## src/verilog/emmc_pkg.sv

```systemverilog
`default_nettype none

package emmc_pkg;

   // Line word and bus widths
   localparam int word_width = 8;   // Bits per deserialized line word
   localparam int sd_width   = 4;   // SD data bus, low nibble only
   localparam int slip_width = 3;   // Barrel offset, 0 to word_width-1

   // Transmit word layout
   // Bit 7 is left at zero
   localparam int bit_cmd_o  = 0;   // Command out
   localparam int bit_cmd_t  = 1;   // Command tristate
   localparam int bit_dat_t  = 2;   // Data tristate
   localparam int bit_dat_lo = 3;   // sd_dat_o occupies bits 3 to 6

   // Receive word layout, after alignment
   localparam int bit_rx_cmd    = 0;   // Command in
   localparam int bit_rx_dat_lo = 1;   // sd_dat_i taken from bits 1 to 4

   // Training word sent on the clock lane
   // All eight rotations of 8'hC3 differ, so only one offset can match
   localparam logic [word_width-1:0] default_align_pattern = 8'hC3;

   // Bitslip controller states
   // One full pass through the four states costs one slip
   typedef enum logic [1:0] {
      slip_idle   = 2'd0,   // Compare and launch a slip on mismatch
      slip_pulse  = 2'd1,   // bitslip high during this state
      slip_settle = 2'd2,   // Lane loads word at new offset
      slip_check  = 2'd3    // Slipped word visible at controller
   } bitslip_state_e;

endpackage

`default_nettype wire
```

## src/verilog/emmc_serdes_top.sv

```systemverilog
`default_nettype none

module emmc_serdes_top #(
   // Training word expected on the clock lane
   parameter logic [emmc_pkg::word_width-1:0] align_pattern = emmc_pkg::default_align_pattern
) (
   input  wire logic                            txclk_div,      // Word clock
   input  wire logic                            rst,            // Sync, active low
   // Host transmit side
   input  wire logic                            cmd_o,
   input  wire logic                            cmd_t,
   input  wire logic                            sd_dat_t,
   input  wire logic [emmc_pkg::sd_width-1:0]   sd_dat_o,
   // Raw deserialized lanes
   input  wire logic [emmc_pkg::word_width-1:0] rx_clk_word,
   input  wire logic [emmc_pkg::word_width-1:0] rx_data_word,
   // Line and host receive side
   output logic [emmc_pkg::word_width-1:0]      tx_data_word,
   output logic                                 cmd_i,
   output logic [emmc_pkg::sd_width-1:0]        sd_dat_i,
   output logic                                 link_aligned
);

   logic                            bitslip;        // Shared slip strobe
   logic [emmc_pkg::word_width-1:0] clk_aligned;    // Clock lane after barrel
   logic [emmc_pkg::word_width-1:0] data_aligned;   // Data lane after barrel

   // Clock lane, carries the training word
   rx_bitslip_lane clk_lane0 (
      .txclk_div    (txclk_div),
      .rst          (rst),
      .bitslip      (bitslip),
      .raw_word     (rx_clk_word),
      .aligned_word (clk_aligned)
   );

   // Data lane slips in step with the clock lane
   // Both lanes share the same skew, so one controller serves both
   rx_bitslip_lane data_lane0 (
      .txclk_div    (txclk_div),
      .rst          (rst),
      .bitslip      (bitslip),
      .raw_word     (rx_data_word),
      .aligned_word (data_aligned)
   );

   // Alignment search on the clock lane
   bitslip_align_ctrl #(
      .align_pattern (align_pattern)
   ) align0 (
      .txclk_div     (txclk_div),
      .rst           (rst),
      .clk_lane_word (clk_aligned),
      .bitslip       (bitslip),
      .link_aligned  (link_aligned)
   );

   // Host side packing and unpacking
   sd_lane_map map0 (
      .txclk_div    (txclk_div),
      .rst          (rst),
      .cmd_o        (cmd_o),
      .cmd_t        (cmd_t),
      .sd_dat_t     (sd_dat_t),
      .sd_dat_o     (sd_dat_o),
      .rx_word      (data_aligned),
      .tx_data_word (tx_data_word),
      .cmd_i        (cmd_i),
      .sd_dat_i     (sd_dat_i)
   );

endmodule

`default_nettype wire

```

## src/verilog/bitslip_align_ctrl.sv

```systemverilog
`default_nettype none

module bitslip_align_ctrl #(
   parameter logic [emmc_pkg::word_width-1:0] align_pattern = emmc_pkg::default_align_pattern
) (
   input  wire logic                            txclk_div,
   input  wire logic                            rst,            // Sync, active low
   input  wire logic [emmc_pkg::word_width-1:0] clk_lane_word,  // Aligned clock lane
   output logic                                 bitslip,        // To both lanes
   output logic                                 link_aligned
);

   emmc_pkg::bitslip_state_e state;
   logic                     match;

   // Clock lane carries the training word every cycle once aligned
   assign match = (clk_lane_word == align_pattern);

   // Lock flag, one cycle behind the lane word
   always_ff @(posedge txclk_div) begin
      if (!rst) begin
         link_aligned <= 1'b0;
      end else begin
         link_aligned <= match;
      end
   end

   // Slip sequencer
   // Pulse, then wait two cycles for the lane to present the slipped word
   always_ff @(posedge txclk_div) begin
      if (!rst) begin
         state   <= emmc_pkg::slip_idle;
         bitslip <= 1'b0;
      end else if (match) begin
         state   <= emmc_pkg::slip_idle;   // Locked, hold offset
         bitslip <= 1'b0;
      end else begin
         case (state)
            emmc_pkg::slip_idle: begin
               bitslip <= 1'b1;   // Launch one slip
               state   <= emmc_pkg::slip_pulse;
            end
            emmc_pkg::slip_pulse: begin
               bitslip <= 1'b0;   // Offset advances at this edge
               state   <= emmc_pkg::slip_settle;
            end
            emmc_pkg::slip_settle: begin
               bitslip <= 1'b0;
               state   <= emmc_pkg::slip_check;
            end
            emmc_pkg::slip_check: begin
               // Word seen here already uses the new offset
               bitslip <= 1'b0;
               state   <= emmc_pkg::slip_idle;
            end
            default: begin
               bitslip <= 1'b0;
               state   <= emmc_pkg::slip_idle;
            end
         endcase
      end
   end

endmodule

`default_nettype wire

```

## src/verilog/rx_bitslip_lane.sv

```systemverilog
`default_nettype none

module rx_bitslip_lane (
   input  wire logic                            txclk_div,
   input  wire logic                            rst,          // Sync, active low
   input  wire logic                            bitslip,      // One-cycle strobe
   input  wire logic [emmc_pkg::word_width-1:0] raw_word,     // Deserialized, unaligned
   output logic [emmc_pkg::word_width-1:0]      aligned_word
);

   logic [emmc_pkg::word_width-1:0]   prev_word;   // Raw word of last cycle
   logic [emmc_pkg::slip_width-1:0]   offset;      // Current barrel position
   logic [2*emmc_pkg::word_width-1:0] window;      // Two words back to back

   // Previous word in the low half, so lower stream bits sit at lower indices
   assign window = {raw_word, prev_word};

   // History register
   always_ff @(posedge txclk_div) begin
      if (!rst) begin
         prev_word <= '0;
      end else begin
         prev_word <= raw_word;
      end
   end

   // Slip offset, wraps after word_width slips
   always_ff @(posedge txclk_div) begin
      if (!rst) begin
         offset <= '0;
      end else if (bitslip) begin
         offset <= offset + 1'b1;   // Natural wrap of slip_width bits
      end
   end

   // Barrel select, registered
   // Selection uses the offset held before this edge, new offset shows next cycle
   always_ff @(posedge txclk_div) begin
      if (!rst) begin
         aligned_word <= '0;
      end else begin
         aligned_word <= window[offset +: emmc_pkg::word_width];
      end
   end

endmodule

`default_nettype wire

```

## src/verilog/sd_lane_map.sv

```systemverilog
`default_nettype none

module sd_lane_map (
   input  wire logic                          txclk_div,
   input  wire logic                          rst,         // Sync, active low
   // Host side, transmit
   input  wire logic                          cmd_o,
   input  wire logic                          cmd_t,
   input  wire logic                          sd_dat_t,
   input  wire logic [emmc_pkg::sd_width-1:0]   sd_dat_o,
   // Aligned word from the data lane
   input  wire logic [emmc_pkg::word_width-1:0] rx_word,
   output logic [emmc_pkg::word_width-1:0]      tx_data_word,
   output logic                                cmd_i,
   output logic [emmc_pkg::sd_width-1:0]        sd_dat_i
);

   // Transmit packing, one cycle from host pins to line word
   always_ff @(posedge txclk_div) begin
      if (!rst) begin
         tx_data_word <= '0;
      end else begin
         tx_data_word <= '0;   // Spare top bit stays low
         tx_data_word[emmc_pkg::bit_cmd_o] <= cmd_o;
         tx_data_word[emmc_pkg::bit_cmd_t] <= cmd_t;
         tx_data_word[emmc_pkg::bit_dat_t] <= sd_dat_t;
         tx_data_word[emmc_pkg::bit_dat_lo +: emmc_pkg::sd_width] <= sd_dat_o;
      end
   end

   // Receive unpacking
   // Tristate bits of the far end are not carried back, only cmd and data
   always_ff @(posedge txclk_div) begin
      if (!rst) begin
         cmd_i    <= 1'b0;
         sd_dat_i <= '0;
      end else begin
         cmd_i    <= rx_word[emmc_pkg::bit_rx_cmd];
         sd_dat_i <= rx_word[emmc_pkg::bit_rx_dat_lo +: emmc_pkg::sd_width];
      end
   end

   // Bits 5 to 7 of rx_word are spare on this link

endmodule

`default_nettype wire

```

## config.mk

```make
export PLATFORM = sky130hd
export DESIGN_NAME = emmc_serdes_top
export DESIGN_NICKNAME = d
export VERILOG_FILES = /design/src/verilog/emmc_pkg.sv /design/src/verilog/emmc_serdes_top.sv /design/src/verilog/bitslip_align_ctrl.sv /design/src/verilog/rx_bitslip_lane.sv /design/src/verilog/sd_lane_map.sv
export SDC_FILE = /design/constraint.sdc
export NUM_CORES = 1
export LEC_CHECK = 0
export BUFFER_PORTS_ARGS = -buffer_cell sky130_fd_sc_hd__buf_2
export CORE_ASPECT_RATIO = 1.1
export CORE_UTILIZATION = 55
export DETAILED_ROUTE_END_ITERATION = 10
export PLACE_DENSITY = 0.82
export SETUP_SLACK_MARGIN = 0.05
export SYNTH_ARGS = -nofsm -noshare
export SYNTH_HDL_FRONTEND = slang
export SYNTH_SLANG_ARGS = --single-unit
```

## constraint.sdc

```tcl
create_clock -name txclk_div -period 2.6 [get_ports txclk_div]
set_input_delay 0.52 -clock txclk_div [delete_from_list [all_inputs] [get_ports txclk_div]]
set_output_delay 0.52 -clock txclk_div [all_outputs]
set_load 0.02 [all_outputs]
```

After elaboration in Yosys (flattened, before gate mapping)
Index checks and enable logic that the tools add are counted.

word-level totals
  bits in registers = 52
  input port bits = 25
  output and inout bits = 14
  word-level logic and storage cells = 27

operators by class
  $add $sub $neg = 2
  equal/unequal tests = 4
  shift operators = 2
  mux-type cells = 2
  bitwise logic cells = 1
  reduce and logical (&&, ||, !) cells = 3

operator list
  cell                                                  number
  indexed part select 16 x 4 -> 5 bit                   1
  indexed part select 16 x 4 -> 8 bit                   1
  equality test 8 bit (second input constant)           1
  case mux 2 bit (4 select lines)                       1
  adder 3 x 1 -> 3 bit (second input constant)          2
  equality test 2 bit (second input constant)           2
  OR reduction 3 bit                                    1
  equality test 2 x 1 -> 1 bit (second input constant)  1
  logical NOT 2 bit                                     1
  case mux 1 bit (2 select lines)                       1
  OR reduction 2 bit                                    1
  inverter 1 bit                                        1

Logic depth before layout (Yosys ltp)
Gate-level depths: netlist (run 1).

  depth in word-level cells = 3
  mapped depth = 5
  mapped depth without buffers = 4

Hierarchy
A second synthesis (run 1) with hierarchy kept.

unflattened totals
  cell total of the unflattened synthesis = 212
  area, all modules = 2,298.5 um^2

modules (own cells, without submodules)
  module              times used  cells an instance  area an instance (um^2)  seq. area each (um^2)
  rx_bitslip_lane     2           84                 887.1                    380.4
  sd_lane_map         1           27                 347.8                    240.2
  bitslip_align_ctrl  1           17                 176.4                    80.1

Worst setup path after synthesis (run 1)
OpenSTA, ideal clock, no wires.

  kind = register -> register
  start point = reg data_lane0.offset[1] in the netlist's numbering
  end point = reg data_lane0.aligned_word[0] in the netlist's numbering
  data arrival time = 1.186 ns
  data required time = 2.472 ns
  path slack = 1.286 ns
  stages on the path, launching flop included = 5
  buffers on the path = 1
  clock period less this slack = 1.314 ns
  cells stage by stage = dfxtp_1 buf_2 mux4_2 mux2i_1 nor2_1

between the ends
  word-level cells in the longest chain between the ends = 1

ends and longest elaborated chain
  what                                 line                   text
  start: declaration                   rx_bitslip_lane.sv:12  logic [emmc_pkg::slip_width-1:0] offset;
  start signal: assignment             rx_bitslip_lane.sv:32  offset <= offset + 1'b1;
  indexed part select 16 x 4 -> 5 bit  rx_bitslip_lane.sv:42  aligned_word <= window[offset +: emmc_pkg::word_width];
  end signal: assignment               rx_bitslip_lane.sv:42
  end: declaration                     rx_bitslip_lane.sv:8   output logic [emmc_pkg::word_width-1:0] aligned_word

No other way between the ends.
A chain may end at the register's enable or synchronous reset.

Worst setup path in the final report (run 1)
  start point = reg clk_lane0.offset[1] in the netlist's numbering
  end point = reg clk_lane0.aligned_word[7] in the netlist's numbering

between the ends
  word-level cells in the longest chain between the ends = 1

ends and longest elaborated chain
  what                                 line
  start: declaration                   rx_bitslip_lane.sv:12
  start signal: assignment             rx_bitslip_lane.sv:32
  indexed part select 16 x 4 -> 8 bit  rx_bitslip_lane.sv:42
  end signal: assignment               rx_bitslip_lane.sv:42
  end: declaration                     rx_bitslip_lane.sv:8

No other way between the ends.

==> results.yml, run 1 <==
clock_network:
  post_cts.repair.setup_buffers: 0
  clk_path_buf_depth: 2
  cts_resized: 0
  tritoncts: "built"
  worst_skew_pair.late_latency_ns: 0.29
  clkSinkCount: 51
  cts-root-buf: "clkbuf_8"
  path_clk_slew_ns: 0.08
  ctsHoldBuffers: 0
  numCtsBuffers: 5
  htreeDepth: 2
cells_and_area:
  finalCoreUtilization_pct: 65.6
  syn2layout_area_growth_pct: 14.9
  n_antenna_cell: 0
  drive_gt1_share_pct: 27.3
  nets: 248
  finalInstanceArea_um2: 2380
critical_path:
  r2r_slack_ns: 0.91
  r2r_start: "clk_lane0.offset[1]"
  crit_buf_inv: 0
  cpLargestDelayFamily: "flip-flops"
  crit_type: "flop to flop"
  critPathLaunchType: "flop"
  cp_cell_sequence: "mux2_2, mux2i_1, a211oi_1"
  required_ns: 2.77
  cp.depth: 3
  slowest_delay_ns: 0.74
  rr_worst_depth: 3
  r2r-end: "clk_lane0.aligned_word[7]"
  end_kind: "flop"
  cp_data_arrival_time_ns: 1.86
  crit_slowest_cell: "dfxtp_1"
  worstPathMaxFanout: 16
timing:
  rsz0062_at_grt: "no"
  fin_ws_ns: 0.914
  max_slew_margin_pct: 57.4
  final_max_slew_viol_count: 0
  skew_ns: 0.00210
  timing.final.crit_share_pct: 64.8
  tns_ns: 0
  tightest_slew_ns: 0.639
  timing.fmax_ghz: 0.593
  setup_violations: 0
  finalHoldViolCount: 0
  fin_crit_ns: 1.69
floorplan:
  die_w_um: 60.5
  io_pins: 39
  die_height_um: 66.3
  dieArea_um2: 4010
  row_count: 23
  core_area_um2: 3630
  start_util_pct: 57.0
synthesis:
  synth-seq-cells: 51
  ys_seq_area_share_pct: 49.4
  yosysTopAreaCell: "dfxtp_1"
  post-synth-top-count-cell: "dfxtp_1"
  synth_common_cells: "51 x dfxtp_1, 31 x and2_1, 13 x nor2_1, 12 x mux2i_1, 10 x nand2_1"
  synth_cells: 186
  synth-edff-count: 0
  synth_area_per_cell_um2: 11.1
  synth_top_area_share_pct: 49.4
  synth_nets: 215
  ys_types: 34
  netlist_top_cells_area: "dfxtp_1 49%, and2_1 9.4%, mux4_2 6.5%, mux2i_1 5.8%, mux2_2 4.4%"
  async_reset_ff_share_pct: 0
  synth_top_flop_cell: "dfxtp_1"
  ys_warn_count: 0
  syn-cell-area_um2: 2070
placed_design:
  place_hpwl_um: 2240
  place_area_um2: 2240
  gp_congestion: 0.857
  port_buffers: 37
  pre_cts_ws_ns: 0.972
power:
  peakVddDrop_mv: 0.450
  power-per-cell-area_nw_per_um2: 797
  power.leakage_uw: 0.00100
min_path:
  hp-start: "sd_dat_t"
  min_to: "map0.tx_data_word[2]"
  holdPathStages: 2
  hold_class: "input pin to flop"
run_status:
  status: "complete, no violations"
global_route:
  grt_pass1_vias: 1294
  grt_antenna_before_repair: 0
  grt_use_total_pct: 19.2
  grt_max_degree: 34
  grt_pass1_wl_um: 5620
  grt-ovfl-total: 0
detailed_routing:
  vias: 1372
  routed_wl_um: 3370
  wl_per_cell_um: 12.5
  vias_per_cell: 5.08
  drt_iter0_markers: 41
  drtPass1Iterations: 4
  drc: 0
  drtAntennaViolNets: 0
job:
  cap_violations: 0
## logic make-up after synthesis
kind of cell / Yosys count / share of synthesized area, %
buffers and inverters: 17 / 4.72
and+or+nand+nor: 61 / 15.8
xor gates and xnor gates: 4 / 1.69
AOI/OAI and AO/OA: 20 / 6.59
adders and majority gates: 4 / 2.42
DFF: 51 / 49.4
other: 1 / 0.181
muxes: 28 / 19.2
## worst reg2reg max path, delay by kind of cell (launching register included)
| family | cells | cell delay (ns) |
|---|---|---|
| AOI/OAI and AO/OA | 1 | 0.13 |
| DFF | 1 | 0.74 |
| muxes | 2 | 0.70 |
## area by class of cell
| class | instances | area, um2 |
|---|---|---|
| Fill cell | 299 | 1250 |
| Inverter | 5 | 18.8 |
| Clock inverter | 2 | 60.1 |
| Sequential cell | 51 | 1020 |
| Tap cell | 50 | 62.6 |
| Multi-Input combinational cell | 118 | 950 |
| Clock buffer | 6 | 72.6 |
| Timing Repair Buffer | 38 | 193 |
## where the power goes
| group | switching [uW] | total [uW] | internal, uW |
|---|---|---|---|
| Sequential | 83.8 | 950 | 866 |
| Combinational | 145 | 321 | 176 |
| Clock | 240 | 624 | 384 |
## per-layer routing
layer | track usage [%] | vias to the layer above | wire (um)
met2 | 32.6 | 42 | 1600
li1 | - | 700 | -
met5 | 0 | - | 0
met4 | 8.24 | 0 | 62
met3 | 4.11 | 7 | 135
met1 | 23.1 | 623 | 1570
## placed cells by master (no fill, tap or decap), types with 4 or more instances in the layout
master    instances
ha_1              4
nor2_1           13
mux2_2            8
buf_2            37
mux2i_1          12
nand2_1          10
mux4_2            6
and2_1           31
clkbuf_8          5
a21oi_1           8
inv_1             5
dfxtp_1          51
## how the worst max path moves through the flow
stage | start | to | slack, ns
CTS | clk_lane0.offset[1] | clk_lane0.aligned_word[7] | 0.92
detailed placement | clk_lane0.offset[0] | clk_lane0.aligned_word[5] | 0.97
global route | clk_lane0.offset[1] | clk_lane0.aligned_word[7] | 0.83
global placement | clk_lane0.offset[0] | clk_lane0.aligned_word[5] | 1.04
finish | clk_lane0.offset[1] | clk_lane0.aligned_word[7] | 0.91
floorplan | data_lane0.offset[1] | data_lane0.aligned_word[0] | 1.29
## metrics by stage
step,total power [uW],hold slack (ns),std cells
after global placement,1270,0.414,262
final,1900,0.427,270
after CTS,1910,0.423,270
after floorplan,1220,0.412,186
after detailed placement,1280,0.418,262
after global routing,1990,0.417,270
## state kept, by name, summed over array words and instances, names as in the netlist
signal                   flops
align0.link_aligned          1
align0.bitslip               1
align0.state                 2
map0.sd_dat_i                4
clk_lane0.aligned_word       8
data_lane0.offset            3
map0.cmd_i                   1
clk_lane0.offset             3
data_lane0.aligned_word      5
clk_lane0.prev_word          8
map0.tx_data_word            7
data_lane0.prev_word         8
(Power assumes the default switching activity.)
==> inputs of run 2 (changes only) <==
- ABC_AREA: unset -> 1
- clock period: 2.6 -> 1.6 ns (I/O delays scaled with it)
==> results.yml, run 2 <==
run_status:
  status: "complete, no violations"
synthesis:
  ys_seq_area_share_pct: 46.7
  synth_area_per_cell_um2: 7.02
  yosysTopAreaCell: "dfxtp_1"
  synth-seq-cells: 51
  post-synth-top-count-cell: "nand2_1"
  netlist_top_cells_area: "dfxtp_1 47%, nand2_1 18%, nand3_1 12%, inv_1 6.7%, a21oi_1 3.9%"
  synth_nets: 340
  synth_top_flop_cell: "dfxtp_1"
  syn-cell-area_um2: 2180
  synth_cells: 311
  synth_top_area_share_pct: 46.7
  ys_types: 18
  synth_common_cells: "104 x nand2_1, 52 x nand3_1, 51 x dfxtp_1, 39 x inv_1, 17 x a21oi_1"
  async_reset_ff_share_pct: 0
  ys_warn_count: 0
  synth-edff-count: 0
critical_path:
  critPathLaunchType: "flop"
  crit_slowest_cell: "dfxtp_1"
  cpLargestDelayFamily: "flip-flops"
  cp_cell_sequence: "clkinv_1, o21ai_0, a21oi_1"
  crit_type: "flop to flop"
  crit_buf_inv: 1
  cp_data_arrival_time_ns: 1.42
  worstPathMaxFanout: 10
  required_ns: 1.79
  r2r_slack_ns: 0.38
  end_kind: "flop"
  slowest_delay_ns: 0.51
global_route:
  grt_pass1_vias: 1634
  grt_antenna_before_repair: 0
  grt_use_total_pct: 22.4
  grt-ovfl-total: 0
  grt_pass1_wl_um: 6840
  grt_max_degree: 17
clock_network:
  tritoncts: "built"
  post_cts.repair.setup_buffers: 0
  ctsHoldBuffers: 0
  numCtsBuffers: 5
  path_clk_slew_ns: 0.09
  worst_skew_pair.late_latency_ns: 0.30
  cts-root-buf: "clkbuf_8"
  clk_path_buf_depth: 2
  cts_resized: 0
  clkSinkCount: 51
  htreeDepth: 2
timing:
  rsz0062_at_grt: "no"
  final_max_slew_viol_count: 0
  fin_crit_ns: 1.22
  skew_ns: 0.00451
  finalHoldViolCount: 0
  timing.final.crit_share_pct: 76.5
  timing.fmax_ghz: 0.817
  hold_ws_ns: 0.197
  setup_violations: 0
  tns_ns: 0
floorplan:
  die_height_um: 68.1
  dieArea_um2: 4230
  start_util_pct: 58.8
  io_pins: 39
  core_area_um2: 3710
  row_count: 23
  die_w_um: 62.1
min_path:
  hold_class: "input pin to flop"
power:
  p_seq_share_pct: 45.8
  peakVddDrop_mv: 0.701
  clkPwrFrac_pct: 31.5
  power.leakage_uw: 0.00139
  power_switching_uw: 942
  power-per-cell-area_nw_per_um2: 1290
  power_frac_comb_pct: 22.7
  p_sw_share_pct: 29.0
  p_int_uw: 2310
  power_uw: 3250
cells_and_area:
  final_cell_mix: "104 x nand2_1, 52 x nand3_1, 51 x dfxtp_1"
  syn2layout_area_growth_pct: 15.1
  final_common_cell: "nand2_1"
  drive_gt1_share_pct: 16.1
  fillCellCount: 335
  nets: 375
  n_antenna_cell: 0
  reg_top3: "clk_lane0.aligned_word x8, clk_lane0.prev_word x8, data_lane0.prev_word x8"
detailed_routing:
  routed_wl_um: 4160
  vias_per_cell: 4.89
  drt_iter0_markers: 110
  vias: 1942
  drtPass1Iterations: 4
  wl_per_cell_um: 10.5
  drtAntennaViolNets: 0
  drc: 0
placed_design:
  gp_congestion: 0.873
  place_hpwl_um: 2970
  port_buffers: 37
job:
  cap_violations: 0
run 2: layout make-up:
| cell class | count | area [um2] | area share [%] |
|---|---|---|---|
| sequential | 51 | 1020 | 40.6 |
| clock buffer | 6 | 72.6 | 2.89 |
| tap | 50 | 62.6 | 2.49 |
| clock inverter | 2 | 60.1 | 2.39 |
| inverter | 42 | 158 | 6.27 |
| multi-input combinational | 204 | 918 | 36.5 |
| timing repair buffer | 42 | 223 | 8.86 |
run 2: path summary, 6_finish.rpt:
path	start	to	cells after the start
max	clk_lane0.offset[2]	clk_lane0.offset[2]	3
min	sd_dat_o[0]	map0.tx_data_word[3]	3
max reg2reg	clk_lane0.offset[2]	clk_lane0.offset[2]	3
min reg2reg	data_lane0.aligned_word[4]	map0.sd_dat_i[3]	2
run 2: stage by stage:
stage          util (%)  setup slack (ns)  instances  area [um2]
2_1_floorplan         -             0.566        311        2180
3_3_place_gp       64.2             0.459        389        2380
3_5_place_dp       64.2             0.431        389        2380
4_1_cts            67.7             0.419        397        2510
5_1_grt            67.7             0.241        397        2510
6_report           67.7             0.375        397        2510
run 2: logic make-up (layout without fill, tap and decap cells):
logic type	Yosys count	in the layout	share of synthesized area, %
buf+inv	56	92	11.2
fa+ha+maj	4	4	2.29
simple gates	175	175	34.1
other cells	1	1	0.172
compound gates	24	24	5.50
flops	51	51	46.7
run 2: power groups by stage:
stage          logic (uW)  registers, uW  clock network [uW]
2_1_floorplan         572           1530                   0
3_3_place_gp          726           1520                   0
3_5_place_dp          729           1520                   0
4_1_cts               737           1490                1040
5_1_grt               852           1510                1100
6_report              739           1490                1020
run 2: worst min-delay path, cell delays in order:
cell and delay (ns):
buf_2 0.07, nand2_1 0.04, inv_1 0.04
run 2: routing by layer:
metal / GRT usage, % / up-vias / routed length, um
met1: 28.1 / 842 / 1970
met5: 0 / - / 0
met3: 7.56 / 6 / 258
met2: 34.7 / 64 / 1870
li1: - / 1030 / -
met4: 9.44 / 0 / 61
==> inputs of run 3 (changes only) <==
- CORE_UTILIZATION: 55 -> 49
- PLACE_DENSITY: 0.82 -> 0.77
- clock period: 1.6 -> 1 ns (I/O delays scaled with it)
==> results.yml, run 3 (synthesis results as in run 2) <==
run_status:
  status: "complete, but fails checks"
  violations: "setup timing"
cells_and_area:
  drive_gt1_share_pct: 37.4
  multiInputGateArea_um2: 1160
  nets: 385
  reg_top3: "clk_lane0.aligned_word x8, clk_lane0.prev_word x8, data_lane0.prev_word x8"
  finalCoreUtilization_pct: 70.0
  n_antenna_cell: 0
  final_cell_mix: "84 x nand2_1, 36 x inv_1, 34 x dfxtp_1"
  register_area_um2: 1050
  fillCellCount: 322
  syn2layout_area_growth_pct: 37.3
  fin_cells: 410
  final_common_cell: "nand2_1"
floorplan:
  die_w_um: 65.7
  start_util_pct: 51.0
  core_area_um2: 4290
  dieArea_um2: 4730
  row_count: 25
  die_height_um: 72.0
  io_pins: 39
timing:
  timing.final.crit_share_pct: 109
  fin_ws_ns: -0.0870
  skew_ns: 0.00561
  tns_ns: -0.422
  timing.fmax_ghz: 0.920
  fin_crit_ns: 1.09
  rsz0062_at_grt: "yes"
  hold_ws_ns: 0.0802
  finalHoldViolCount: 0
  final_max_slew_viol_count: 0
  setup_violations: 13
placed_design:
  gp_congestion: 0.917
  port_buffers: 37
  placed_cells: 401
  place_hpwl_um: 3090
global_route:
  grt_pass1_wl_um: 8720
  met3_usage_pct: 5.35
  grt_max_degree: 16
  grt_antenna_before_repair: 0
  grt_use_total_pct: 23.9
  grt-ovfl-total: 0
  busiest_layer: "met2"
  grtUsageMet1_pct: 28.6
  use_met2_pct: 41.3
  grt_pass1_vias: 1988
detailed_routing:
  wl_per_cell_um: 13.2
  vias: 2132
  drtPass1Iterations: 4
  drc: 0
  drtAntennaViolNets: 0
  vias_per_cell: 5.20
  routed_wl_um: 5410
  drt_iter0_markers: 121
critical_path:
  critPathLaunchType: "flop"
  worstPathMaxFanout: 7
  cp_data_arrival_time_ns: 1.32
  end_kind: "flop"
  required_ns: 1.23
  rr_worst_depth: 5
  crit_type: "flop to flop"
clock_network:
  path_clk_slew_ns: 0.09
  clkSinkCount: 51
  ctsHoldBuffers: 0
  numCtsBuffers: 5
  worst_skew_pair.late_latency_ns: 0.30
  clk_path_buf_depth: 2
  tritoncts: "built"
  htreeDepth: 2
  cts-root-buf: "clkbuf_8"
job:
  cap_violations: 0
power:
  power.leakage_uw: 0.00159
  power_switching_uw: 1840
  clkPwrFrac_pct: 24.3
  p_int_uw: 3780
  p_seq_share_pct: 43.6
  p_sw_share_pct: 32.8
  peakVddDrop_mv: 1.09
  power-per-cell-area_nw_per_um2: 1880
  power_frac_comb_pct: 32.1
min_path:
  hold_class: "input pin to flop"
  holdPathStages: 3
run 3: stage by stage:
step | total power (uW) | instance area, um2 | setup WS (ns)
finish | 5630 | 3000 | -0.0870
global route | 5940 | 3000 | -0.127
CTS | 5390 | 2870 | -0.0164
detailed placement | 3720 | 2480 | -0.0658
global placement | 3690 | 2480 | -0.0127
floorplan | 3380 | 2200 | 0.0470
run 3: final timing paths:
| path | from | to | slack [ns] |
|---|---|---|---|
| hold / removal | sd_dat_o[1] | map0.tx_data_word[4] | 0.08 |
| setup / recovery | clk_lane0.offset[0] | clk_lane0.aligned_word[5] | -0.09 |
| hold reg to reg | data_lane0.aligned_word[4] | map0.sd_dat_i[3] | 0.41 |
| setup reg to reg | clk_lane0.offset[0] | clk_lane0.aligned_word[5] | -0.09 |
run 3: layer usage:
layer	part of all wire (%)	wire, um
met2	49	2650
met1	41	2240
met4	2.1	113
met3	7.6	411
met5	0	0
run 3: what timing repair did:
item,4_1_cts,5_1_grt
setup buffers,0,0
pin swaps,23,12
gates resized for setup,85,37
setup endpoints to repair,27,34
cloned,2,0
run 3: area by class of cell:
type | count | share of cell area [%]
Multi-Input combinational cell | 204 | 38.7
Timing Repair Buffer | 52 | 14.8
Inverter | 42 | 5.96
Sequential cell | 51 | 34.9
Clock inverter | 1 | 1.00
Tap cell | 54 | 2.25
Clock buffer | 6 | 2.42
run 3: worst max-delay path: stages (launching register included):
cell and delay (ns):
dfxtp_4 0.44, buf_12 0.16, nand2_4 0.08, nand3_4 0.08, nand3_2 0.10, a21oi_2 0.16
run 3: power groups by stage:
| stage | sequential, uW | combinational [uW] | clock, uW |
|---|---|---|---|
| 3_3_place_gp | 2420 | 1280 | 0 |
| 5_1_grt | 2480 | 1990 | 1480 |
| 3_5_place_dp | 2420 | 1290 | 0 |
| 6_report | 2450 | 1810 | 1370 |
| 4_1_cts | 2430 | 1570 | 1380 |
| 2_1_floorplan | 2450 | 934 | 0 |
